--- config.mk ---
export PLATFORM = sky130hd
export DESIGN_NAME = dm_cache
export DESIGN_NICKNAME = d
export VERILOG_FILES = /design/src/hw/cache_pkg.sv /design/src/hw/dm_cache.sv
export SDC_FILE = /design/constraint.sdc
export NUM_CORES = 1
export LEC_CHECK = 0
export BUFFER_PORTS_ARGS = -buffer_cell sky130_fd_sc_hd__buf_2
export CAP_MARGIN = 25
export CELL_PAD_IN_SITES_DETAIL_PLACEMENT = 0
export CELL_PAD_IN_SITES_GLOBAL_PLACEMENT = 1
export CORE_UTILIZATION = 53
export DETAILED_ROUTE_END_ITERATION = 6
export HOLD_SLACK_MARGIN = 0.05
export MAX_ROUTING_LAYER = met4
export PLACE_DENSITY_LB_ADDON = 0.1
export RECOVER_POWER = 50
export SYNTH_ARGS = -nofsm -noshare
export SYNTH_HDL_FRONTEND = slang
export SYNTH_SLANG_ARGS = --single-unit
--- constraint.sdc ---
create_clock -name clk -period 7.9 [get_ports clk]
set_clock_uncertainty 0.1 [all_clocks]
set_input_delay 1.58 -clock clk [delete_from_list [all_inputs] [get_ports clk]]
set_output_delay 1.58 -clock clk [all_outputs]
set_load 0.1 [all_outputs]
--- src/hw/cache_pkg.sv ---
package cache_pkg;

    // byte address width, shared by CPU and memory side
    parameter int addr_bits = 16;

    // CPU side request, held until cpu_ready
    typedef struct packed {
        logic [addr_bits-1:0] addr;
        logic                 write;
        logic [31:0]          wdata;
    } cpu_req_t;

    // memory side request, address is word aligned
    typedef struct packed {
        logic [addr_bits-1:0] addr;
        logic                 write;
        logic [31:0]          wdata;
    } mem_req_t;

    // cache controller states
    typedef enum logic [1:0] {
        idle,
        compare_tag,
        write_back,
        allocate
    } cache_state_e;

endpackage

--- src/hw/dm_cache.sv ---
module dm_cache #(
    parameter int index_bits = 4
) (
    input  logic                clk,
    input  logic                rst,
    input  cache_pkg::cpu_req_t cpu_req,
    input  logic                cpu_valid,
    output logic                cpu_ready,
    output logic [31:0]         cpu_rdata,
    output cache_pkg::mem_req_t mem_req,
    output logic                mem_valid,
    input  logic [31:0]         mem_rdata,
    input  logic                mem_ready
);
    import cache_pkg::*;

    localparam int tag_bits  = addr_bits - index_bits - 2;
    localparam int num_lines = 1 << index_bits;

    // one line holds a single word
    typedef struct packed {
        logic                dirty;
        logic [tag_bits-1:0] tag;
        logic [31:0]         data;
    } line_t;

    cache_state_e state;
    cache_state_e next_state;

    cpu_req_t req_q;

    logic [num_lines-1:0] line_valid;
    line_t                lines [num_lines];

    logic [index_bits-1:0] req_index;
    logic [tag_bits-1:0]   req_tag;
    line_t                 cur_line;
    logic                  hit;
    logic                  victim_dirty;

    // bits 1:0 take no part in the split
    assign req_index = req_q.addr[index_bits+1:2];
    assign req_tag   = req_q.addr[addr_bits-1:index_bits+2];

    assign cur_line     = lines[req_index];
    assign hit          = line_valid[req_index] && (cur_line.tag == req_tag);
    assign victim_dirty = line_valid[req_index] && cur_line.dirty;

    // request captured as it leaves idle
    always_ff @(posedge clk)
    begin
        if (state == idle && cpu_valid)
        begin
            req_q <= cpu_req;
        end
    end

    always_ff @(posedge clk)
    begin
        if (rst)
        begin
            state <= idle;
        end
        else
        begin
            state <= next_state;
        end
    end

    always_comb
    begin
        next_state = state;
        case (state)
            idle:
            begin
                if (cpu_valid)
                begin
                    next_state = compare_tag;
                end
            end
            compare_tag:
            begin
                if (hit)
                begin
                    next_state = idle;
                end
                else if (victim_dirty)
                begin
                    next_state = write_back;
                end
                else
                begin
                    next_state = allocate;
                end
            end
            write_back:
            begin
                if (mem_ready)
                begin
                    next_state = allocate;
                end
            end
            allocate:
            begin
                // refill done so compare again and hit
                if (mem_ready)
                begin
                    next_state = compare_tag;
                end
            end
            default:
            begin
                next_state = idle;
            end
        endcase
    end

    // line data, tag and dirty bit
    always_ff @(posedge clk)
    begin
        if (state == compare_tag && hit && req_q.write)
        begin
            lines[req_index] <= '{dirty: 1'b1, tag: cur_line.tag, data: req_q.wdata};
        end
        else if (state == allocate && mem_ready)
        begin
            lines[req_index] <= '{dirty: 1'b0, tag: req_tag, data: mem_rdata};
        end
    end

    always_ff @(posedge clk)
    begin
        if (rst)
        begin
            line_valid <= '0;
        end
        else if (state == allocate && mem_ready)
        begin
            line_valid[req_index] <= 1'b1;
        end
    end

    assign cpu_ready = (state == compare_tag) && hit;
    assign cpu_rdata = cur_line.data;

    // victim address comes from the stored tag
    always_comb
    begin
        mem_req.addr  = {req_tag, req_index, 2'b00};
        mem_req.write = 1'b0;
        mem_req.wdata = cur_line.data;
        if (state == write_back)
        begin
            mem_req.addr  = {cur_line.tag, req_index, 2'b00};
            mem_req.write = 1'b1;
        end
    end

    // up from the first write_back or allocate cycle
    // low for a cycle after each ready pulse
    always_ff @(posedge clk)
    begin
        if (rst)
        begin
            mem_valid <= 1'b0;
        end
        else if (mem_ready)
        begin
            mem_valid <= 1'b0;
        end
        else if (next_state == write_back || next_state == allocate)
        begin
            mem_valid <= 1'b1;
        end
    end

    a_ready_pulse: assert property (
        @(posedge clk) disable iff (rst)
        cpu_ready |=> !cpu_ready
    ) else $error("cpu_ready held for two cycles");

    a_no_mem_in_idle: assert property (
        @(posedge clk) disable iff (rst)
        mem_valid |-> state != idle
    ) else $error("mem_valid high while idle");

    a_mem_req_stable: assert property (
        @(posedge clk) disable iff (rst)
        mem_valid && !mem_ready |=> $stable(mem_req)
    ) else $error("mem_req changed before mem_ready");

endmodule

==> impl_metrics.csv, run 1 <==
group,metric,value,unit
hold_path,hold_crit_path_type,"flip-flop to flip-flop",
cells_and_area,design_area,33660,µm²
cells_and_area,layout.cells.most_common,"edfxtp_1",
grt,grt_remaining_overflow,0,
cells_and_area,insertedDiodeCount,0,
place,place_congestion,0.7465,
drt,dr_total_vias,14100,
pwr,power_per_cell_area,352.1,nW/µm²
clock_network,htreeDepth,3,
die,floorplan.die_area,56980,µm²
clock_network,tritoncts,"built",
drt,post_drt_wl_per_cell,26.61,µm
setup_path,critical_path.max_fanout,87,
cells_and_area,layout_common_cells,"735 x edfxtp_1, 199 x mux4_2, 159 x buf_2",
drt,routed_wirelength,63340,µm
grt,grt_usage,23.66,%
grt,grt_pass1_wl,93030,µm
setup_path,crit_path_top_delay_cell,"o21ai_0",
place,port-buffer-count,163,
place,total_half_perimeter_wirelength_after_legalization_and_detailed_placement,31460,µm
setup_path,worstSetupStartpointType,"flip-flop",
logic_synthesis,mappedNetlistArea,29700,µm²
sta,portion_of_the_clock_cycle_consumed_by_the_worst_path_in_the_final_layout,78.67,%
drt,final_ant_viol_nets,0,
clock_network,cts.hold.buffers_added,0,
sta,worstMarginPinSlew,3672,ps
setup_path,cell_by_cell_trace_of_the_critical_path,"buf_12 > mux4_2 > mux2_2 > o21ai_0 > xnor2_1 > nand4b_1 > nor2_1 > buf_2",
cells_and_area,finalNonFillerCells,2380,
logic_synthesis,async_reset_ff_share,0,%
sta,setup_violations,0,
setup_path,crit_required,6220,ps
job,drv.max_cap_violation_count,2,
clock_network,cts-root-to-sink-buffers,3,
sta,final-max-slew-violation-count,115,
sta,timing.hold.ws,366.5,ps
clock_network,worst_setup_hold_path_clk_slew,60,ps
die,dieHeight,238.7,µm
logic_synthesis,ys_seq_area_share,75.87,%
pwr,design_power,11.85,mW
sta,rsz0062_at_grt,"no",
setup_path,regToRegEndpoint,"lines[10][7]",
hold_path,worstHoldEndpoint,"line_valid[15]",
sta,setup-tns-final,0,ps
setup_path,criticalPathCategory,"flip-flop to output port",
setup_path,regToRegSetupSlack,2350,ps
sta,fin_crit,6215,ps
logic_synthesis,leading_register_cell_type_out_of_synthesis,"edfxtp_1",
place,dp_worst_setup_slack,2689,ps
sta,hold_viol_final,0,
clock_network,post_cts_buffers,0,
clock_network,clkSinkCount,758,
clock_network,worstSkewPairLatency,610,ps
die,ioPinCount,168,
logic_synthesis,ys_types,57,
grt,grt_antenna_before_repair,0,
place,placed_area,31270,µm²
die,initial_utilization,53.80,%
drt,via_per_inst,5.924,
setup_path,timing.critical_path.arrival,4530,ps
run_status,failed_checks,"max-capacitance violations, max-slew violations",
sta,relative_slew_slack,-144.8,%
die,core_area,55200,µm²
die,die-width,238.7,µm
clock_network,post_cts_resize_count,0,
clock_network,root_cell_of_the_clock_tree,"clkbuf_16",
drt,dr.pass1.iters,5,
logic_synthesis,synth.yosys.warnings,0,
hold_path,hp-start,"line_valid[15]",
grt,first_global_vias,14397,
grt,grt_max_degree,93,
pwr,max-vdd-ir-drop,0.0003132,V
sta,setup_ws,1685,ps
sta,clock.fmax,160.9,MHz
run_status,outcome,"finished with violations",
logic_synthesis,synth_edf_count,735,
setup_path,worstSetupEndpointType,"output port",
cells_and_area,post_route_cells_drive_above_1_share,32.23,%
logic_synthesis,postSynthAreaPerCell,21.15,µm²
cells_and_area,fillCellCount,3934,
logic_synthesis,yosys_register_bits,758,
place,placed_cells_incl_taps,2241,
cells_and_area,synthToLayoutAreaGrowth,13.36,%
drt,drt-initial-drc-count,1358,
logic_synthesis,netlist_instances,1404,
setup_path,rr_worst_depth,9,
setup_path,max_stage_delay,700,ps
cells_and_area,postLayoutCoreUtil,60.99,%
hold_path,min_path_cells,2,
die,fp-row-count,86,
clock_network,cts_buffers,78,
drt,detail_route.drc_violations,0,
cells_and_area,design.final.nets,1660,
pwr,p_leak,11.09,nW
sequential cells by signal (all words and copies together) (netlist names), named ones only:
name,cells
req_q,43
mem_valid,1
lines,688
state,2
req_index,4
line_valid,16
synthesized netlist by cell type, types with 9 or more instances:
cell / number / area, µm²
buf_2: 10 / 50.05
mux2i_1: 28 / 280.3
buf_4: 39 / 292.8
a21oi_1: 18 / 90.09
o21ai_0: 15 / 75.07
dfxtp_1: 23 / 460.4
buf_1: 18 / 67.56
mux2_2: 13 / 146.4
nand2_1: 126 / 473.0
nor2_1: 32 / 120.1
edfxtp_1: 735 / 22070
nor3_2: 9 / 90.09
clkbuf_1: 39 / 146.4
mux4_2: 199 / 4482
kinds of logic after synthesis:
| kind of cell | Yosys count | share of synthesized area, % |
|---|---|---|
| DFF | 758 | 75.87 |
| muxes | 243 | 16.79 |
| and+or+nand+nor | 214 | 3.442 |
| buffers and inverters | 117 | 2.225 |
| AOI/OAI and AO/OA | 62 | 1.386 |
| xor gates and xnor gates | 9 | 0.2654 |
| other | 1 | 0.01263 |
where the power goes:
group	internal, mW	total (mW)	switching (mW)
Combinational	0.842	3.36	2.52
Clock	2.05	3.52	1.47
Sequential	4.80	4.97	0.168
Total	7.70	11.9	4.15
worst max-delay path, delay by kind of cell, from the launching register on:
kind | cells | cell delay, ps
buf+inv | 2 | 1030
compound gates | 1 | 700
xor+xnor | 1 | 190
simple gates | 2 | 590
mux | 2 | 870
flops | 1 | 500
cell type report:
class | instances | area [µm²] | area share (%)
Clock buffer | 101 | 2123 | 6.307
Clock inverter | 36 | 302.8 | 0.8994
Inverter | 5 | 18.77 | 0.05575
Multi-Input combinational cell | 530 | 6605 | 19.62
Sequential cell | 758 | 22540 | 66.96
Tap cell | 748 | 935.9 | 2.780
Timing Repair Buffer | 202 | 1136 | 3.375
how the worst max path moves through the flow:
stage / end / slack (ps) / cells after the start
2_1_floorplan: lines[12][0] / 740 / 9
5_1_grt: cpu_ready / 1410 / 8
6_report: cpu_ready / 1690 / 8
3_5_place_dp: cpu_ready / 2690 / 8
4_1_cts: cpu_ready / 2000 / 8
3_3_place_gp: cpu_ready / 2670 / 9
metal layers:
metal  GRT usage, %  vias up  wire length, µm
met5              -        -                0
met3          3.730      116             3303
met4          6.857        0             1581
li1               -     6069                -
met2          36.28      407            31220
met1          33.32     7508            27230
(Power assumes the default switching activity.)
==> run 2: changes to the inputs <==
- clock period: 7.9 -> 6.4 ns (I/O delays scaled with it)
==> impl_metrics.csv, run 2 (synthesized netlist as in run 1, its figures left out) <==
group,metric,value,unit
setup_path,regToRegSetupSlack,1280,ps
die,initial_utilization,53.80,%
drt,final_ant_viol_nets,0,
clock_network,cts.hold.buffers_added,0,
grt,grt_antenna_before_repair,0,
grt,grt_usage,24.04,%
sta,setup_violations,0,
cells_and_area,top_regs,"lines (688), req_q (43), line_valid (16)",
die,ioPinCount,168,
grt,grt_max_degree,50,
setup_path,worstSetupStartpointType,"flip-flop",
cells_and_area,layout.cells.most_common,"edfxtp_1",
drt,detail_route.drc_violations,0,
cells_and_area,design.final.nets,1670,
grt,grt_remaining_overflow,0,
run_status,failed_checks,"max-capacitance violations, max-slew violations",
sta,final-max-slew-violation-count,54,
clock_network,post_cts_resize_count,0,
setup_path,regToRegEndpoint,"lines[5][6]",
drt,drt-initial-drc-count,1095,
cells_and_area,post_route_cells_drive_above_1_share,32.23,%
job,drv.max_cap_violation_count,2,
cells_and_area,postLayoutCoreUtil,60.98,%
pwr,design_power,14.49,mW
clock_network,post_cts_buffers,0,
drt,dr.pass1.iters,5,
sta,fin_crit,5712,ps
setup_path,timing.critical_path.arrival,4330,ps
clock_network,cts-root-to-sink-buffers,3,
clock_network,cts_buffers,76,
drt,via_per_inst,5.953,
grt,first_global_vias,14739,
cells_and_area,registers.top_by_ff_count,"lines",
sta,relative_slew_slack,-51.64,%
cells_and_area,insertedDiodeCount,0,
run_status,outcome,"finished with violations",
pwr,power_per_cell_area,430.6,nW/µm²
hold_path,hold_crit_path_type,"flip-flop to flip-flop",
drt,post_drt_wl_per_cell,26.69,µm
sta,setup_ws,688.1,ps
clock_network,htreeDepth,3,
cells_and_area,largest_register_ffs,688,
setup_path,criticalPathCategory,"flip-flop to output port",
cells_and_area,layout_common_cells,"735 x edfxtp_1, 199 x mux4_2, 156 x buf_2",
setup_path,worstSetupEndpointType,"output port",
die,core_area,55200,µm²
die,dieHeight,238.7,µm
pwr,max-vdd-ir-drop,0.0004322,V
drt,routed_wirelength,63670,µm
clock_network,clkSinkCount,758,
sta,setup-tns-final,0,ps
clock_network,tritoncts,"built",
place,port-buffer-count,163,
clock_network,worst_setup_hold_path_clk_slew,60,ps
die,floorplan.die_area,56980,µm²
sta,rsz0062_at_grt,"no",
setup_path,crit_required,5020,ps
drt,dr_total_vias,14205,
clock_network,worstSkewPairLatency,610,ps
setup_path,end_point_of_the_critical_path,"cpu_ready",
setup_path,rr_worst_depth,8,
clock_network,root_cell_of_the_clock_tree,"clkbuf_16",
place,place_congestion,0.7194,
cells_and_area,synthToLayoutAreaGrowth,13.35,%
place,dp_worst_setup_slack,1436,ps
sta,clock.fmax,175.1,MHz
pwr,p_leak,11.07,nW
die,fp-row-count,86,
setup_path,critical_path.max_fanout,44,
place,total_half_perimeter_wirelength_after_legalization_and_detailed_placement,33000,µm
sta,hold_viol_final,0,
die,die-width,238.7,µm
sta,portion_of_the_clock_cycle_consumed_by_the_worst_path_in_the_final_layout,89.25,%
grt,grt_pass1_wl,94790,µm
hold_path,min_path_cells,2,
sta,worstMarginPinSlew,2275,ps
run 2: power by group:
| part | total, mW | internal (mW) | leakage, nW | switching [mW] |
|---|---|---|---|---|
| Clock | 4.20 | 2.40 | 1.12 | 1.79 |
| Combinational | 4.17 | 1.05 | 3.14 | 3.12 |
| Sequential | 6.13 | 5.93 | 6.80 | 0.201 |
| Total | 14.5 | 9.38 | 11.1 | 5.12 |
run 2: worst min-delay path by stage:
stage | slack (ps) | start | to
4_1_cts | 370 | line_valid[3] | line_valid[3]
3_3_place_gp | 340 | line_valid[6] | line_valid[6]
5_1_grt | 400 | line_valid[10] | line_valid[10]
2_1_floorplan | 330 | line_valid[10] | line_valid[10]
3_5_place_dp | 360 | line_valid[8] | line_valid[8]
6_report | 360 | line_valid[3] | line_valid[3]
run 2: worst max-delay path: stages (launching register included):
cell      delay, ps
dfxtp_4         860
mux4_2          600
mux2_2          260
o21ai_0         680
xnor2_1         180
nand4b_1        450
nor2_1          200
buf_2           450
run 2: cell type report:
cell class                 count  area (µm²)
clock buffer                  99        2041
clock inverter                32       272.8
fill                        3936       21540
inverter                       5       18.77
multi-input combinational    530        6605
sequential                   758       22550
tap                          748       935.9
timing repair buffer         214        1240
run 2: per-layer routing:
| layer | routed length [µm] | global-route usage [%] | share of wire [%] | vias up |
|---|---|---|---|---|
| li1 | - | - | - | 6089 |
| met1 | 27790 | 34.33 | 44 | 7552 |
| met2 | 30940 | 36.69 | 49 | 455 |
| met3 | 3547 | 3.580 | 5.6 | 109 |
| met4 | 1396 | 6.605 | 2.2 | 0 |
| met5 | 0 | - | 0 | - |
run 2: per-stage QoR:
stage               hold WS, ps  cell area (µm²)  cells
finish                    362.7            33660   2386
global route              399.1            33660   2386
CTS                       369.2            33680   2382
detailed placement        357.5            31370   2251
global placement          342.5            31360   2250
floorplan                 331.5            29700   1405
==> run 3: changes to the inputs <==
- CELL_PAD_IN_SITES_DETAIL_PLACEMENT: 0 -> not set
- CELL_PAD_IN_SITES_GLOBAL_PLACEMENT: 1 -> not set
- CORE_UTILIZATION: 53 -> 55
- PLACE_DENSITY: not set -> 0.73
- PLACE_DENSITY_LB_ADDON: 0.1 -> not set
==> impl_metrics.csv, run 3 (synthesized netlist as in run 1, its figures left out) <==
group,metric,value,unit
place,placed_area,31250,µm²
clock_network,root_cell_of_the_clock_tree,"clkbuf_16",
die,ioPinCount,168,
setup_path,worstSetupEndpointType,"output port",
drt,final_ant_viol_nets,0,
cells_and_area,design_area,33710,µm²
setup_path,critical_path.max_fanout,52,
sta,setup_ws,634.7,ps
run_status,failed_checks,"max-capacitance violations, max-slew violations",
drt,detail_route.drc_violations,0,
die,fp-row-count,84,
place,total_half_perimeter_wirelength_after_legalization_and_detailed_placement,30940,µm
drt,dr_total_vias,14277,
clock_network,cts.hold.buffers_added,0,
cells_and_area,top_regs,"lines (688), req_q (43), line_valid (16)",
sta,portion_of_the_clock_cycle_consumed_by_the_worst_path_in_the_final_layout,90.08,%
die,dieHeight,234.4,µm
drt,dr.pass1.iters,5,
drt,via_per_inst,6.146,
cells_and_area,design.final.nets,1660,
clock_network,worst_setup_hold_path_clk_slew,60,ps
grt,grt_remaining_overflow,0,
place,dp_worst_setup_slack,1401,ps
place,port-buffer-count,163,
cells_and_area,fillCellCount,3516,
sta,fin_crit,5765,ps
pwr,design_power,14.74,mW
place,place_congestion,0.7394,
clock_network,post_cts_buffers,0,
grt,first_global_vias,14424,
setup_path,worstSetupStartpointType,"flip-flop",
setup_path,timing.critical_path.arrival,4390,ps
sta,setup_violations,0,
clock_network,clkSinkCount,758,
pwr,max-vdd-ir-drop,0.0004404,V
clock_network,tritoncts,"built",
clock_network,cts-root-to-sink-buffers,3,
pwr,power_per_cell_area,437.4,nW/µm²
cells_and_area,synthToLayoutAreaGrowth,13.50,%
run_status,outcome,"finished with violations",
grt,grt_usage,23.95,%
clock_network,cts_buffers,76,
pwr,p_leak,11.12,nW
sta,final-max-slew-violation-count,116,
drt,drt-initial-drc-count,1453,
cells_and_area,finalNonFillerCells,2323,
sta,relative_slew_slack,-136.8,%
job,drv.max_cap_violation_count,3,
setup_path,crit_required,5020,ps
hold_path,hold_crit_path_type,"flip-flop to flip-flop",
drt,post_drt_wl_per_cell,26.48,µm
cells_and_area,registers.top_by_ff_count,"lines",
drt,routed_wirelength,61520,µm
grt,grt_antenna_before_repair,0,
die,floorplan.die_area,54930,µm²
sta,worstMarginPinSlew,3553,ps
cells_and_area,post_route_cells_drive_above_1_share,32.66,%
die,core_area,52970,µm²
clock_network,post_cts_resize_count,0,
cells_and_area,insertedDiodeCount,0,
sta,hold_viol_final,0,
grt,grt_pass1_wl,90910,µm
clock_network,worstSkewPairLatency,610,ps
grt,grt_max_degree,70,
setup_path,criticalPathCategory,"flip-flop to output port",
cells_and_area,largest_register_ffs,688,
cells_and_area,layout.cells.most_common,"edfxtp_1",
cells_and_area,layout_common_cells,"735 x edfxtp_1, 199 x mux4_2, 154 x buf_2",
sta,timing.hold.ws,363.2,ps
clock_network,htreeDepth,3,
sta,rsz0062_at_grt,"no",
die,die-width,234.4,µm
die,initial_utilization,56.06,%
sta,clock.fmax,173.5,MHz
place,placed_cells_incl_taps,2185,
run 3: changes by cell type in the layout (fill, tap and decap cells not counted), moves of 2 or more:
cell        change
clkinv_2        +6
buf_4           -7
clkbuf_1        -7
clkinvlp_4      +3
buf_2           -2
bufinv_16       +6
run 3: final cells by class:
cell class	count	area [µm²]	area share (%)
Sequential cell	758	22550	66.89
Multi-Input combinational cell	530	6605	19.60
Clock buffer	92	2004	5.947
Timing Repair Buffer	204	1174	3.482
Tap cell	688	860.8	2.554
Clock inverter	46	496.7	1.474
Inverter	5	18.77	0.05568
run 3: critical path: stages, from the launching register on:
cell and delay [ps]:
dfxtp_4 880, buf_4 470, mux4_2 370, mux2_2 290, o21ai_0 520, xnor2_1 160
nand4b_1 420, nor2_1 200, buf_2 450
run 3: routing by layer:
layer  up-vias  share of wire [%]  track usage [%]
met2       580                 49            36.86
met1      7529                 42            33.69
met5         -                  0                -
met3        83                6.9            3.636
li1       6085                  -                -
met4         0                2.0            7.036
run 3: power breakdown:
part	internal [mW]	total, mW	switching (mW)
logic	1.04	4.12	3.08
clock network	2.64	4.45	1.81
registers	5.93	6.17	0.237
total	9.61	14.7	5.13
run 3: final timing paths:
kind                                     start             end  slack, ps  depth (start not counted)
worst max-delay path                 flip-flop       cpu_ready        630                          8
worst min-delay path            line_valid[10]  line_valid[10]        360                          2
worst max register to register        state[0]    lines[0][35]       1050                          5
worst min register to register  line_valid[10]  line_valid[10]        360                          2
run 3: stage by stage:
step / TNS, ps / util [%]
after floorplan: -162330 / -
after global routing: 0 / 63.63
after global placement: 0 / 58.96
after CTS: 0 / 63.71
after detailed placement: 0 / 58.99
final: 0 / 63.63
